**config.mk**
```make
export PLATFORM = sky130hd
export DESIGN_NAME = lsq_top
export DESIGN_NICKNAME = d
export VERILOG_FILES = /design/src/hw/lsq_pkg.sv /design/src/hw/lsq_dispatch.sv /design/src/hw/lsq_store_queue.sv /design/src/hw/lsq_load_queue.sv /design/src/hw/lsq_top.sv
export SDC_FILE = /design/constraint.sdc
export NUM_CORES = 1
export LEC_CHECK = 0
export ABC_AREA = 1
export BUFFER_PORTS_ARGS = -buffer_cell sky130_fd_sc_hd__buf_2
export CAP_MARGIN = 10
export CORE_UTILIZATION = 45
export CTS_CLUSTER_DIAMETER = 80
export DETAILED_ROUTE_END_ITERATION = 10
export PLACE_DENSITY = 0.73
export SETUP_SLACK_MARGIN = 0.1
export SLEW_MARGIN = 10
export SYNTH_ARGS = -nofsm -noshare
export SYNTH_HDL_FRONTEND = slang
export SYNTH_HIERARCHICAL = 1
export SYNTH_SLANG_ARGS = --single-unit
export TNS_END_PERCENT = 30
```
**constraint.sdc**
```tcl
create_clock -name clock -period 15.9 [get_ports clock]
set_clock_uncertainty 0.2 [all_clocks]
set_input_delay 0 -clock clock [delete_from_list [all_inputs] [get_ports clock]]
set_output_delay 0 -clock clock [all_outputs]
set_load 0.005 [all_outputs]
```
**src/hw/lsq_pkg.sv**
```systemverilog
package lsq_pkg;

    // ==================================================
    // Sizes
    // ==================================================
    localparam int ROB_DEPTH  = 32;
    localparam int SQ_DEPTH   = 8;
    localparam int LQ_DEPTH   = 8;
    localparam int ADDR_WIDTH = 32;
    localparam int DATA_WIDTH = 32;

    // Derived widths
    localparam int ROB_IDX_WIDTH  = $clog2(ROB_DEPTH);
    localparam int SQ_PTR_WIDTH   = $clog2(SQ_DEPTH);
    localparam int LQ_PTR_WIDTH   = $clog2(LQ_DEPTH);
    // Counts must reach the full depth
    localparam int SQ_COUNT_WIDTH = $clog2(SQ_DEPTH + 1);
    localparam int LQ_COUNT_WIDTH = $clog2(LQ_DEPTH + 1);

    // ==================================================
    // Vector types
    // ==================================================
    typedef logic [ROB_IDX_WIDTH-1:0]  rob_idx_t;
    typedef logic [ADDR_WIDTH-1:0]     addr_t;
    typedef logic [DATA_WIDTH-1:0]     data_t;
    // Slot pointers wrap at the queue depth
    typedef logic [SQ_PTR_WIDTH-1:0]   sq_ptr_t;
    typedef logic [LQ_PTR_WIDTH-1:0]   lq_ptr_t;
    typedef logic [SQ_COUNT_WIDTH-1:0] sq_count_t;
    typedef logic [LQ_COUNT_WIDTH-1:0] lq_count_t;

    // ==================================================
    // Bus state machines
    // ==================================================
    // Store drain, one write in flight
    typedef enum logic [0:0] {
        SQ_IDLE,
        SQ_WRITE
    } sq_drain_state_e;

    // Load issue, read then one writeback cycle
    typedef enum logic [1:0] {
        LQ_IDLE,
        LQ_READ,
        LQ_WRITEBACK
    } lq_issue_state_e;

endpackage

```
**src/hw/lsq_dispatch.sv**
```systemverilog
`timescale 1ns/1ns

module lsq_dispatch (
    input  logic              clock,
    input  logic              reset,
    input  logic              dispatch_valid_i,
    input  logic              dispatch_is_store_i,
    input  lsq_pkg::rob_idx_t dispatch_rob_idx_i,
    input  logic              sq_full_i,
    input  logic              lq_full_i,
    output logic              sq_enq_o,
    output logic              lq_enq_o,
    output logic              lsq_full_o
);
    import lsq_pkg::*;

    // Last accepted ROB index
    rob_idx_t last_rob_idx_q;
    // Nothing accepted since reset yet
    logic     last_seen_q;
    logic     new_dispatch;

    // Repeat of the last accepted index is dropped
    assign new_dispatch = dispatch_valid_i &&
                          (!last_seen_q || (dispatch_rob_idx_i != last_rob_idx_q));

    // Stall follows the queue this instruction targets
    assign lsq_full_o = dispatch_is_store_i ? sq_full_i : lq_full_i;

    // Steer by kind, blocked while the target is full
    assign sq_enq_o = new_dispatch && dispatch_is_store_i && !sq_full_i;
    assign lq_enq_o = new_dispatch && !dispatch_is_store_i && !lq_full_i;

    // Record only accepted dispatches
    // A stalled instruction stays eligible on retry
    always_ff @(posedge clock or posedge reset) begin
        if (reset) begin
            last_seen_q    <= 1'b0;
            last_rob_idx_q <= '0;
        end else if (sq_enq_o || lq_enq_o) begin
            last_seen_q    <= 1'b1;
            last_rob_idx_q <= dispatch_rob_idx_i;
        end
    end

endmodule

```
**src/hw/lsq_store_queue.sv**
```systemverilog
`timescale 1ns/1ns

module lsq_store_queue (
    input  logic              clock,
    input  logic              reset,
    // Enqueue from dispatch
    input  logic              sq_enq_i,
    input  lsq_pkg::rob_idx_t enq_rob_idx_i,
    output logic              sq_full_o,
    // Execute fill
    input  logic              exec_valid_i,
    input  lsq_pkg::rob_idx_t exec_rob_idx_i,
    input  lsq_pkg::addr_t    exec_addr_i,
    input  lsq_pkg::data_t    exec_data_i,
    // Commit from ROB
    input  logic              commit_valid_i,
    input  lsq_pkg::rob_idx_t commit_rob_idx_i,
    // Ready report to ROB
    output logic              rob_store_ready_valid_o,
    output lsq_pkg::rob_idx_t rob_store_ready_idx_o,
    // Wishbone write master
    output logic              st_cyc_o,
    output logic              st_stb_o,
    output lsq_pkg::addr_t    st_adr_o,
    output lsq_pkg::data_t    st_dat_o,
    input  logic              st_ack_i
);
    import lsq_pkg::*;

    // ==================================================
    // Entry storage
    // ==================================================
    // Per-slot flags
    logic [SQ_DEPTH-1:0] valid_q;
    logic [SQ_DEPTH-1:0] filled_q;
    logic [SQ_DEPTH-1:0] committed_q;
    // Payload
    rob_idx_t rob_idx_q [SQ_DEPTH];
    addr_t    addr_q    [SQ_DEPTH];
    data_t    data_q    [SQ_DEPTH];

    sq_ptr_t   head_q;
    sq_ptr_t   tail_q;
    sq_count_t count_q;

    sq_drain_state_e state_q;
    sq_drain_state_e state_d;

    logic    exec_hit;
    sq_ptr_t exec_slot;
    logic    commit_hit;
    sq_ptr_t commit_slot;
    logic    head_ready;
    logic    drain_done;

    assign sq_full_o = (count_q == sq_count_t'(SQ_DEPTH));

    // Execute match, only entries still waiting for data
    always_comb begin
        exec_hit  = 1'b0;
        exec_slot = '0;
        for (int i = 0; i < SQ_DEPTH; i++) begin
            if (exec_valid_i && valid_q[i] && !filled_q[i] &&
                (rob_idx_q[i] == exec_rob_idx_i)) begin
                exec_hit  = 1'b1;
                exec_slot = sq_ptr_t'(i);
            end
        end
    end

    // Commit match
    always_comb begin
        commit_hit  = 1'b0;
        commit_slot = '0;
        for (int i = 0; i < SQ_DEPTH; i++) begin
            if (commit_valid_i && valid_q[i] && (rob_idx_q[i] == commit_rob_idx_i)) begin
                commit_hit  = 1'b1;
                commit_slot = sq_ptr_t'(i);
            end
        end
    end

    // ==================================================
    // Drain FSM
    // ==================================================
    // Head may go out once it has data and is committed
    assign head_ready = valid_q[head_q] && filled_q[head_q] && committed_q[head_q];

    always_comb begin
        state_d    = state_q;
        drain_done = 1'b0;
        case (state_q)
            SQ_IDLE: begin
                if (head_ready) begin
                    state_d = SQ_WRITE;
                end
            end
            SQ_WRITE: begin
                // Slave ack ends the cycle and frees the head
                if (st_ack_i) begin
                    drain_done = 1'b1;
                    state_d    = SQ_IDLE;
                end
            end
            default: state_d = SQ_IDLE;
        endcase
    end

    // Bus outputs held from the head slot for the whole cycle
    assign st_cyc_o = (state_q == SQ_WRITE);
    assign st_stb_o = (state_q == SQ_WRITE);
    assign st_adr_o = addr_q[head_q];
    assign st_dat_o = data_q[head_q];

    // Control state
    always_ff @(posedge clock or posedge reset) begin
        if (reset) begin
            valid_q                 <= '0;
            filled_q                <= '0;
            committed_q             <= '0;
            head_q                  <= '0;
            tail_q                  <= '0;
            count_q                 <= '0;
            state_q                 <= SQ_IDLE;
            rob_store_ready_valid_o <= 1'b0;
            rob_store_ready_idx_o   <= '0;
        end else begin
            if (sq_enq_i) begin
                valid_q[tail_q]     <= 1'b1;
                filled_q[tail_q]    <= 1'b0;
                committed_q[tail_q] <= 1'b0;
                tail_q              <= tail_q + 1'b1;
            end
            if (exec_hit) begin
                filled_q[exec_slot] <= 1'b1;
            end
            if (commit_hit) begin
                committed_q[commit_slot] <= 1'b1;
            end
            if (drain_done) begin
                valid_q[head_q] <= 1'b0;
                head_q          <= head_q + 1'b1;
            end
            count_q <= count_q + sq_count_t'(sq_enq_i) - sq_count_t'(drain_done);
            state_q <= state_d;
            // One-cycle ready pulse after the execute write
            rob_store_ready_valid_o <= exec_hit;
            rob_store_ready_idx_o   <= exec_rob_idx_i;
        end
    end

    // Payload writes
    always_ff @(posedge clock) begin
        if (sq_enq_i) begin
            rob_idx_q[tail_q] <= enq_rob_idx_i;
        end
        if (exec_hit) begin
            addr_q[exec_slot] <= exec_addr_i;
            data_q[exec_slot] <= exec_data_i;
        end
    end

endmodule

```
**src/hw/lsq_load_queue.sv**
```systemverilog
`timescale 1ns/1ns

module lsq_load_queue (
    input  logic              clock,
    input  logic              reset,
    // Enqueue from dispatch
    input  logic              lq_enq_i,
    input  lsq_pkg::rob_idx_t enq_rob_idx_i,
    output logic              lq_full_o,
    // Address from execute
    input  logic              exec_valid_i,
    input  lsq_pkg::rob_idx_t exec_rob_idx_i,
    input  lsq_pkg::addr_t    exec_addr_i,
    // Wishbone read master
    output logic              ld_cyc_o,
    output logic              ld_stb_o,
    output lsq_pkg::addr_t    ld_adr_o,
    input  logic              ld_ack_i,
    input  lsq_pkg::data_t    ld_dat_i,
    // Writeback
    output logic              wb_valid_o,
    output lsq_pkg::rob_idx_t wb_rob_idx_o,
    output lsq_pkg::data_t    wb_data_o
);
    import lsq_pkg::*;

    // ==================================================
    // Entry storage
    // ==================================================
    logic [LQ_DEPTH-1:0] valid_q;
    logic [LQ_DEPTH-1:0] addr_valid_q;
    rob_idx_t rob_idx_q [LQ_DEPTH];
    addr_t    addr_q    [LQ_DEPTH];

    lq_ptr_t   head_q;
    lq_ptr_t   tail_q;
    lq_count_t count_q;

    lq_issue_state_e state_q;
    lq_issue_state_e state_d;

    // Read data held for the writeback cycle
    data_t   ld_data_q;

    logic    exec_hit;
    lq_ptr_t exec_slot;
    logic    head_ready;
    logic    capture;
    logic    retire;

    assign lq_full_o = (count_q == lq_count_t'(LQ_DEPTH));

    // Address match, entries without an address yet
    always_comb begin
        exec_hit  = 1'b0;
        exec_slot = '0;
        for (int i = 0; i < LQ_DEPTH; i++) begin
            if (exec_valid_i && valid_q[i] && !addr_valid_q[i] &&
                (rob_idx_q[i] == exec_rob_idx_i)) begin
                exec_hit  = 1'b1;
                exec_slot = lq_ptr_t'(i);
            end
        end
    end

    // ==================================================
    // Issue FSM
    // ==================================================
    // In-order issue, only the head can go
    assign head_ready = valid_q[head_q] && addr_valid_q[head_q];

    always_comb begin
        state_d = state_q;
        capture = 1'b0;
        retire  = 1'b0;
        case (state_q)
            LQ_IDLE: begin
                if (head_ready) begin
                    state_d = LQ_READ;
                end
            end
            LQ_READ: begin
                // Data valid with ack
                if (ld_ack_i) begin
                    capture = 1'b1;
                    state_d = LQ_WRITEBACK;
                end
            end
            LQ_WRITEBACK: begin
                // Entry leaves at the end of the writeback cycle
                retire  = 1'b1;
                state_d = LQ_IDLE;
            end
            default: state_d = LQ_IDLE;
        endcase
    end

    assign ld_cyc_o = (state_q == LQ_READ);
    assign ld_stb_o = (state_q == LQ_READ);
    assign ld_adr_o = addr_q[head_q];

    // Head still points at the load until it retires
    assign wb_valid_o   = (state_q == LQ_WRITEBACK);
    assign wb_rob_idx_o = rob_idx_q[head_q];
    assign wb_data_o    = ld_data_q;

    // Control state
    always_ff @(posedge clock or posedge reset) begin
        if (reset) begin
            valid_q      <= '0;
            addr_valid_q <= '0;
            head_q       <= '0;
            tail_q       <= '0;
            count_q      <= '0;
            state_q      <= LQ_IDLE;
        end else begin
            if (lq_enq_i) begin
                valid_q[tail_q]      <= 1'b1;
                addr_valid_q[tail_q] <= 1'b0;
                tail_q               <= tail_q + 1'b1;
            end
            if (exec_hit) begin
                addr_valid_q[exec_slot] <= 1'b1;
            end
            if (retire) begin
                valid_q[head_q] <= 1'b0;
                head_q          <= head_q + 1'b1;
            end
            count_q <= count_q + lq_count_t'(lq_enq_i) - lq_count_t'(retire);
            state_q <= state_d;
        end
    end

    // Payload writes
    always_ff @(posedge clock) begin
        if (lq_enq_i) begin
            rob_idx_q[tail_q] <= enq_rob_idx_i;
        end
        if (exec_hit) begin
            addr_q[exec_slot] <= exec_addr_i;
        end
        if (capture) begin
            ld_data_q <= ld_dat_i;
        end
    end

endmodule

```
**src/hw/lsq_top.sv**
```systemverilog
`timescale 1ns/1ns

module lsq_top (
    input  logic              clock,
    input  logic              reset,

    // ==================================================
    // Dispatch
    // ==================================================
    input  logic              dispatch_valid_i,
    input  logic              dispatch_is_store_i,
    input  lsq_pkg::rob_idx_t dispatch_rob_idx_i,
    output logic              lsq_full_o,

    // Execute results, address and store data
    input  logic              exec_valid_i,
    input  lsq_pkg::rob_idx_t exec_rob_idx_i,
    input  lsq_pkg::addr_t    exec_addr_i,
    input  lsq_pkg::data_t    exec_data_i,

    // Commit
    input  logic              commit_valid_i,
    input  lsq_pkg::rob_idx_t commit_rob_idx_i,

    // ==================================================
    // Results to ROB
    // ==================================================
    output logic              wb_valid_o,
    output lsq_pkg::rob_idx_t wb_rob_idx_o,
    output lsq_pkg::data_t    wb_data_o,
    output logic              rob_store_ready_valid_o,
    output lsq_pkg::rob_idx_t rob_store_ready_idx_o,

    // ==================================================
    // Wishbone ports
    // ==================================================
    // Store port, write only
    output logic              st_cyc_o,
    output logic              st_stb_o,
    output lsq_pkg::addr_t    st_adr_o,
    output lsq_pkg::data_t    st_dat_o,
    input  logic              st_ack_i,
    // Load port, read only
    output logic              ld_cyc_o,
    output logic              ld_stb_o,
    output lsq_pkg::addr_t    ld_adr_o,
    input  logic              ld_ack_i,
    input  lsq_pkg::data_t    ld_dat_i
);

    // Queue status back to dispatch
    logic sq_full;
    logic lq_full;
    // Steered enqueue strobes
    logic sq_enq;
    logic lq_enq;

    lsq_dispatch dispatch_i (
        .clock               (clock),
        .reset               (reset),
        .dispatch_valid_i    (dispatch_valid_i),
        .dispatch_is_store_i (dispatch_is_store_i),
        .dispatch_rob_idx_i  (dispatch_rob_idx_i),
        .sq_full_i           (sq_full),
        .lq_full_i           (lq_full),
        .sq_enq_o            (sq_enq),
        .lq_enq_o            (lq_enq),
        .lsq_full_o          (lsq_full_o)
    );

    lsq_store_queue store_queue_i (
        .clock                   (clock),
        .reset                   (reset),
        .sq_enq_i                (sq_enq),
        .enq_rob_idx_i           (dispatch_rob_idx_i),
        .sq_full_o               (sq_full),
        .exec_valid_i            (exec_valid_i),
        .exec_rob_idx_i          (exec_rob_idx_i),
        .exec_addr_i             (exec_addr_i),
        .exec_data_i             (exec_data_i),
        .commit_valid_i          (commit_valid_i),
        .commit_rob_idx_i        (commit_rob_idx_i),
        .rob_store_ready_valid_o (rob_store_ready_valid_o),
        .rob_store_ready_idx_o   (rob_store_ready_idx_o),
        .st_cyc_o                (st_cyc_o),
        .st_stb_o                (st_stb_o),
        .st_adr_o                (st_adr_o),
        .st_dat_o                (st_dat_o),
        .st_ack_i                (st_ack_i)
    );

    // Load side sees the same execute bus, without the data
    lsq_load_queue load_queue_i (
        .clock          (clock),
        .reset          (reset),
        .lq_enq_i       (lq_enq),
        .enq_rob_idx_i  (dispatch_rob_idx_i),
        .lq_full_o      (lq_full),
        .exec_valid_i   (exec_valid_i),
        .exec_rob_idx_i (exec_rob_idx_i),
        .exec_addr_i    (exec_addr_i),
        .ld_cyc_o       (ld_cyc_o),
        .ld_stb_o       (ld_stb_o),
        .ld_adr_o       (ld_adr_o),
        .ld_ack_i       (ld_ack_i),
        .ld_dat_i       (ld_dat_i),
        .wb_valid_o     (wb_valid_o),
        .wb_rob_idx_o   (wb_rob_idx_o),
        .wb_data_o      (wb_data_o)
    );

endmodule

```
; After elaboration in Yosys (flattened, before gate mapping)
; Memories as Yosys holds them, arrays and structs flattened.
; Index checks and enable logic that the tools add are counted.
[word_totals]
in_bits = 119
mem_bits_rw = 848
wordCells = 293
memories = 5
out_inout_bits = 145
regBits = 107
[op_classes]
muxes = 99
add_sub_neg = 8
bitwise = 15
n_reduce_logical = 103
n_eq_ne = 31
magnitude_cmp = 14
[memory_table]
columns = name, depth, word_bits, read_ports, rd_ports_with_merged_regs, wr, line_no
row1 = load_queue_i.addr_q, 8, 32, 1, 0, 1, lsq_load_queue.sv:33  ; addr_t addr_q [LQ_DEPTH];
row2 = store_queue_i.addr_q, 8, 32, 1, 0, 1, lsq_store_queue.sv:39  ; addr_t addr_q [SQ_DEPTH];
row3 = store_queue_i.data_q, 8, 32, 1, 0, 1, lsq_store_queue.sv:40  ; data_t data_q [SQ_DEPTH];
row4 = load_queue_i.rob_idx_q, 8, 5, 9, 0, 1, lsq_load_queue.sv:32  ; rob_idx_t rob_idx_q [LQ_DEPTH];
row5 = store_queue_i.rob_idx_q, 8, 5, 8, 0, 1, lsq_store_queue.sv:38  ; rob_idx_t rob_idx_q [SQ_DEPTH];
[ops]
columns = operator, n
row1 = equality test 5 bit, 24
row2 = 2-to-1 mux 8 bit, 10
row3 = logical AND 1 bit, 79
row4 = 2-to-1 mux 1 bit, 55
row5 = AND 8 bit, 5
row6 = OR 8 bit, 5
row7 = 2-to-1 mux 3 bit, 12
row8 = inverter 8 bit, 4
row9 = "less-than comparator 3 x 4 -> 1 bit, second input constant", 7
row10 = demux 1 bit (select 3 bit), 7
row11 = "greater-or-equal comparator 3 x 1 -> 1 bit, second input constant", 7
row12 = logical NOT 1 bit, 20
row13 = 2-to-1 mux 2 bit, 8
row14 = binary-select mux 1 bit (select 3 bit), 5
row15 = "adder 3 x 1 -> 3 bit, second input constant", 4
row16 = adder 4 x 1 -> 4 bit, 2
row17 = "equality test 4 bit, second input constant", 2
row18 = subtractor 4 x 1 -> 4 bit, 2
row19 = != test 5 bit, 1
row20 = "!= test 2 x 1 -> 1 bit, second input constant", 2
row21 = case mux 2 bit (2 select lines), 1
row22 = "equality test 2 x 1 -> 1 bit, second input constant", 1
row23 = "equality test 2 bit, second input constant", 1
row24 = logical NOT 2 bit, 1
row25 = other kinds (4), 5

; Logic depth before layout (Yosys ltp)
[logic_depth]
depth_word = 16
ltp_mapped = 15

; Cells and area by module
; Netlist, hierarchy kept.
[modules_own_cells]
columns = module, seq_area_each_um2, area_each_um2, cells_each, n_inst
row1 = lsq_store_queue, 17601.9, 23864.1, 1799, 1
row2 = lsq_load_queue, 10550.1, 14269.9, 1076, 1
row3 = lsq_dispatch, 150.1, 421.7, 60, 1

; Least setup slack after synthesis
; No wires, ideal clock.
[synth_path]
path_type = register to register
startpoint = memory store_queue_i/rob_idx_q[7][0] (netlist bit)
endpoint = memory store_queue_i/addr_q[6][0] (netlist bit) (enable)
arrival_time_ps = 4505
path_slack_ps = 10710
t_required_ps = 15215
period_less_slack_ps = 5190
setup_ps = 485
stages_incl_launch_ff = 7
path_cell_list = edfxtp_1 inv_1 o22ai_1 nor2_2 nand3_4 inv_1 nor2_1
[synth_rtl]
columns = item, line_no
row1 = from (decl), lsq_store_queue.sv:38
row2 = to (decl), lsq_store_queue.sv:39

; Worst setup path in the final report
[layout_path]
startpoint = register store_queue_i.head_q[0]
endpoint = output st_adr_o[12]
[layout_via]
elab_chain_len = 1
[layout_lines]
columns = item, line_no
row1 = from (decl), lsq_store_queue.sv:42  ; sq_ptr_t head_q;
row2 = from (signal assigned), lsq_store_queue.sv:142  ; head_q <= head_q + 1'b1;
row3 = memory read (8 x 32 bit), n/a
row4 = to (decl), lsq_top.sv:40  ; output lsq_pkg::addr_t st_adr_o,
; No other way between the ends.

==> flow_summary_export.csv <==
group,metric,value,unit
status,status,"finished clean",
yosys,syn_nets,3070,
place,io_buffer_count,263,
grt,grt_pass1_wl,147,mm
clocking,root_buffer,"clkbuf_16",
yosys,synthAdderAreaFrac,0.00558,
routing,drt-total-wl,96.9,mm
routing,drcViolationCount,0,
setup_path,crit_required,15.70,ns
yosys,syn_avg_cell_area,13.1,µm²
power_and_ir_drop,power_frac_seq,0.410,
setup_path,worst-path-buf-inv,3,
setup_path,crit_family,"buffers and inverters",
floorplan,initial_core_util,0.458,
power_and_ir_drop,p_switching,0.00246,W
yosys,yosys.area_share.simple,0.0817,
clocking,cts_tree,"built",
clocking,clock-sinks,955,
finish,fillers,6731,
floorplan,coreArea,84200,µm²
clocking,cts_setup_buffers,0,
sta,setup_ws,11.67,ns
setup_path,criticalPathCategory,"register to output port",
power_and_ir_drop,leakagePower,16.3,nW
sta,finalSetupTns,0,ns
yosys,synth_top_family_by_area,"compound AO/OA/AOI/OAI gates",
grt,grt_use_total,0.223,
setup_path,endpoint_kind,"output port",
sta,fmax,236,MHz
sta,rsz0062_at_grt,"false",
clocking,numCtsBuffers,97,
routing,ant_nets,0,
setup_path,slowest_stage,"buf_4",
place,placed_cell_area,40900,µm²
setup_path,slowest_delay,0.86,ns
yosys,synth_cell_types,42,
job,drv_cap,0,
sta,finalSetupViolations,0,
clocking,clockBufferDepth,3,
floorplan,die_w,295,µm
setup_path,crit_chain,"inv_8, buf_4, o21a_1, o21ai_0, o2111ai_1, buf_2",
power_and_ir_drop,ir_drop,119,µV
clocking,cts_hold_buffers,203,
floorplan,io_pins,264,
yosys,seq_area_frac_synth,0.734,
power_and_ir_drop,switching_share,0.333,
sta,relSlewSlack,0.193,
power_and_ir_drop,p_int,0.00494,W
sta,fin_crit_sh,0.266,
power_and_ir_drop,p_comb_frac,0.286,
floorplan,fp.dieH,295,µm
place,place_ws,12.19,ns
routing,vias,25000,
yosys,ys_seq_elements,955,
min_path,min_path_type,"input pin to register",
setup_path,worstPathMaxFanout,174,
yosys,syn_inst,2935,
finish,layout-drive-gt1-share,0.147,
clocking,clkTransAtPathRegs,0.06,ns
setup_path,arrival,4.03,ns
clocking,h-tree-depth,3,
yosys,synth_compound_area_frac,0.134,
sta,maxSlewViolCount,0,
sta,hold_viol_final,0,
routing,avgViaCountPerCell,5.44,
finish,nNetsFinal,3514,
clocking,clk_latency,0.66,ns
yosys,yosysWarningCount,6,
yosys,synthMuxAreaShare,0,
routing,drt-initial-drc-count,2202,
routing,firstDrtPassIters,5,
clocking,post_cts_resized,0,
grt,antenna_found_initial,6,
sta,holdWs,0.0491,ns
sta,period_minus_slack,4.23,ns
power_and_ir_drop,powerDensity,160,nW/µm²
yosys,synthXorXnorAreaFrac,0.00931,
place,gp_congestion,0.898,
grt,grt_max_degree,204,
floorplan,num_rows,106,
power_and_ir_drop,clockPowerShare,0.304,
finish,areaGrowthSynthToFinish,19.6,%
place,place_hpwl,52.7,mm
floorplan,fp.dieArea,86900,µm²
grt,grt_pass1_vias,24900,
routing,wire_per_inst,21.1,µm
sta,tightest_slew,1.21,ns
yosys,synth_area,38600,µm²
grt,grt_overflow,0,
setup_path,crit_path_start_kind,"register",
finish,final_cell_area,46100,µm²
## cell usage in the layout (no fill, tap or decap), types with 100 or more instances in the layout
master / n
o21a_1: 197
o21ai_0: 437
inv_1: 152
dlygate4sd3_1: 203
buf_2: 263
nand2_1: 244
o2111ai_1: 104
nor2_1: 405
clkbuf_16: 100
edfxtp_1: 880
## cell type report
type	count	area, µm²	area share
repair buffers	498	3600	0.0781
multi-input cells	1651	8950	0.194
clock inverters	53	498	0.0108
well taps	1134	1420	0.0308
diodes	1	2.50	0.0000543
flip-flops and latches	955	28300	0.614
clock buffers	124	2640	0.0573
inverters	176	683	0.0148
## power groups by stage
stage	Clock [W]	Combinational (W)	Sequential (W)
3_5_place_dp	0	0.00208	0.00308
2_1_floorplan	0	0.00132	0.00300
6_report	0.00225	0.00212	0.00303
5_1_grt	0.00238	0.00235	0.00305
3_3_place_gp	0	0.00205	0.00308
4_1_cts	0.00229	0.00213	0.00303
## final timing paths
kind	start	to	slack [ns]	cells after the start
worst max-delay path	store_queue_i/head_q[0]$_DFFE_PP0P_	st_adr_o[12]	11.67	6
worst min-delay path	exec_rob_idx_i[0]	store_queue_i/rob_store_ready_idx_o[0]$_DFF_PP0_	0.05	2
worst max register to register	store_queue_i/filled_q[4]$_DFF_PP0_	store_queue_i/data_q[4][30]$_DFFE_PP_	12.31	10
worst min register to register	store_queue_i/committed_q[2]$_DFF_PP0_	store_queue_i/committed_q[2]$_DFF_PP0_	0.29	2
max in group asynchronous	reset	store_queue_i/head_q[0]$_DFFE_PP0P_	14.50	5
min in group asynchronous	reset	store_queue_i/rob_store_ready_idx_o[4]$_DFF_PP0_	0.19	4
## synth_stat cells
cell       instances  share of area
nand4_1            8         0.0013
buf_2             45         0.0058
a32oi_1            1        0.00023
or2_2              1        0.00016
inv_2             15         0.0015
o21ai_0          437          0.057
a31oi_1            4        0.00065
nand3_2            4         0.0010
a21oi_1           19         0.0025
xnor2_1            2        0.00045
nor2_4             4         0.0012
nand3_4            3         0.0014
o21ai_1           11         0.0014
a22o_1             1        0.00023
a211oi_1           2        0.00039
nor3b_1            1        0.00019
nand2_1          245          0.024
o2111ai_1        104          0.024
edfxtp_1         880           0.69
o22ai_2            1        0.00032
nand2_2           13         0.0021
clkbuf_2           2        0.00026
inv_1            159          0.015
fa_1               2         0.0010
ha_1              14         0.0045
o22ai_1           35         0.0057
nand2_4            4         0.0012
clkbuf_1          79         0.0077
nand3b_1           1        0.00019
nor2_2             7         0.0011
o21ai_2            1        0.00023
o21a_1           197          0.038
clkinv_4           1        0.00023
clkinv_1           1       0.000097
buf_4             21         0.0041
dfrtp_1           75          0.049
nor2_1           413          0.040
nand3_1           43         0.0056
nor3_1            17         0.0022
o211ai_1          17         0.0033
xor2_1            39         0.0089
buf_1              6        0.00058
## kinds of logic (layout without fill, tap and decap cells)
group | Yosys count | in the layout
DFF | 955 | 955
AOI/OAI and AO/OA | 830 | 830
and+or+nand+nor | 764 | 764
buffers and inverters | 329 | 851
xor gates and xnor gates | 41 | 41
adders and majority gates | 16 | 16
other | 0 | 1
## sequential cells by signal, summed over array words and instances (netlist names)
| name | count |
|---|---|
| store_queue_i/filled_q | 8 |
| load_queue_i/head_q | 3 |
| load_queue_i/count_q | 4 |
| store_queue_i/rob_store_ready_valid_o | 1 |
| dispatch_i/last_seen_q | 1 |
| store_queue_i/head_q | 3 |
| store_queue_i/valid_q | 8 |
| store_queue_i/count_q | 4 |
| load_queue_i/addr_q | 256 |
| store_queue_i/st_cyc_o | 1 |
| load_queue_i/rob_idx_q | 40 |
| dispatch_i/last_rob_idx_q | 5 |
| store_queue_i/rob_store_ready_idx_o | 5 |
| store_queue_i/committed_q | 8 |
| load_queue_i/addr_valid_q | 8 |
| store_queue_i/addr_q | 256 |
| load_queue_i/state_q | 2 |
| store_queue_i/rob_idx_q | 40 |
| load_queue_i/wb_data_o | 32 |
| load_queue_i/valid_q | 8 |
| store_queue_i/tail_q | 3 |
| load_queue_i/tail_q | 3 |
| store_queue_i/data_q | 256 |
## layer usage
layer	up-vias	GRT usage	wire length (µm)
met5	-	0	39
met4	6	0.0779	2790
met3	195	0.0502	7700
met2	978	0.361	45700
met1	12200	0.296	40700
li1	11600	-	-
## per-stage QoR
stage / util / instances / total power, W
floorplan: - / 2935 / 0.00431
global placement: 0.486 / 4211 / 0.00513
detailed placement: 0.486 / 4211 / 0.00517
CTS: 0.547 / 4591 / 0.00745
global route: 0.547 / 4592 / 0.00778
finish: 0.547 / 4592 / 0.00740
(Power assumes the default switching activity.)
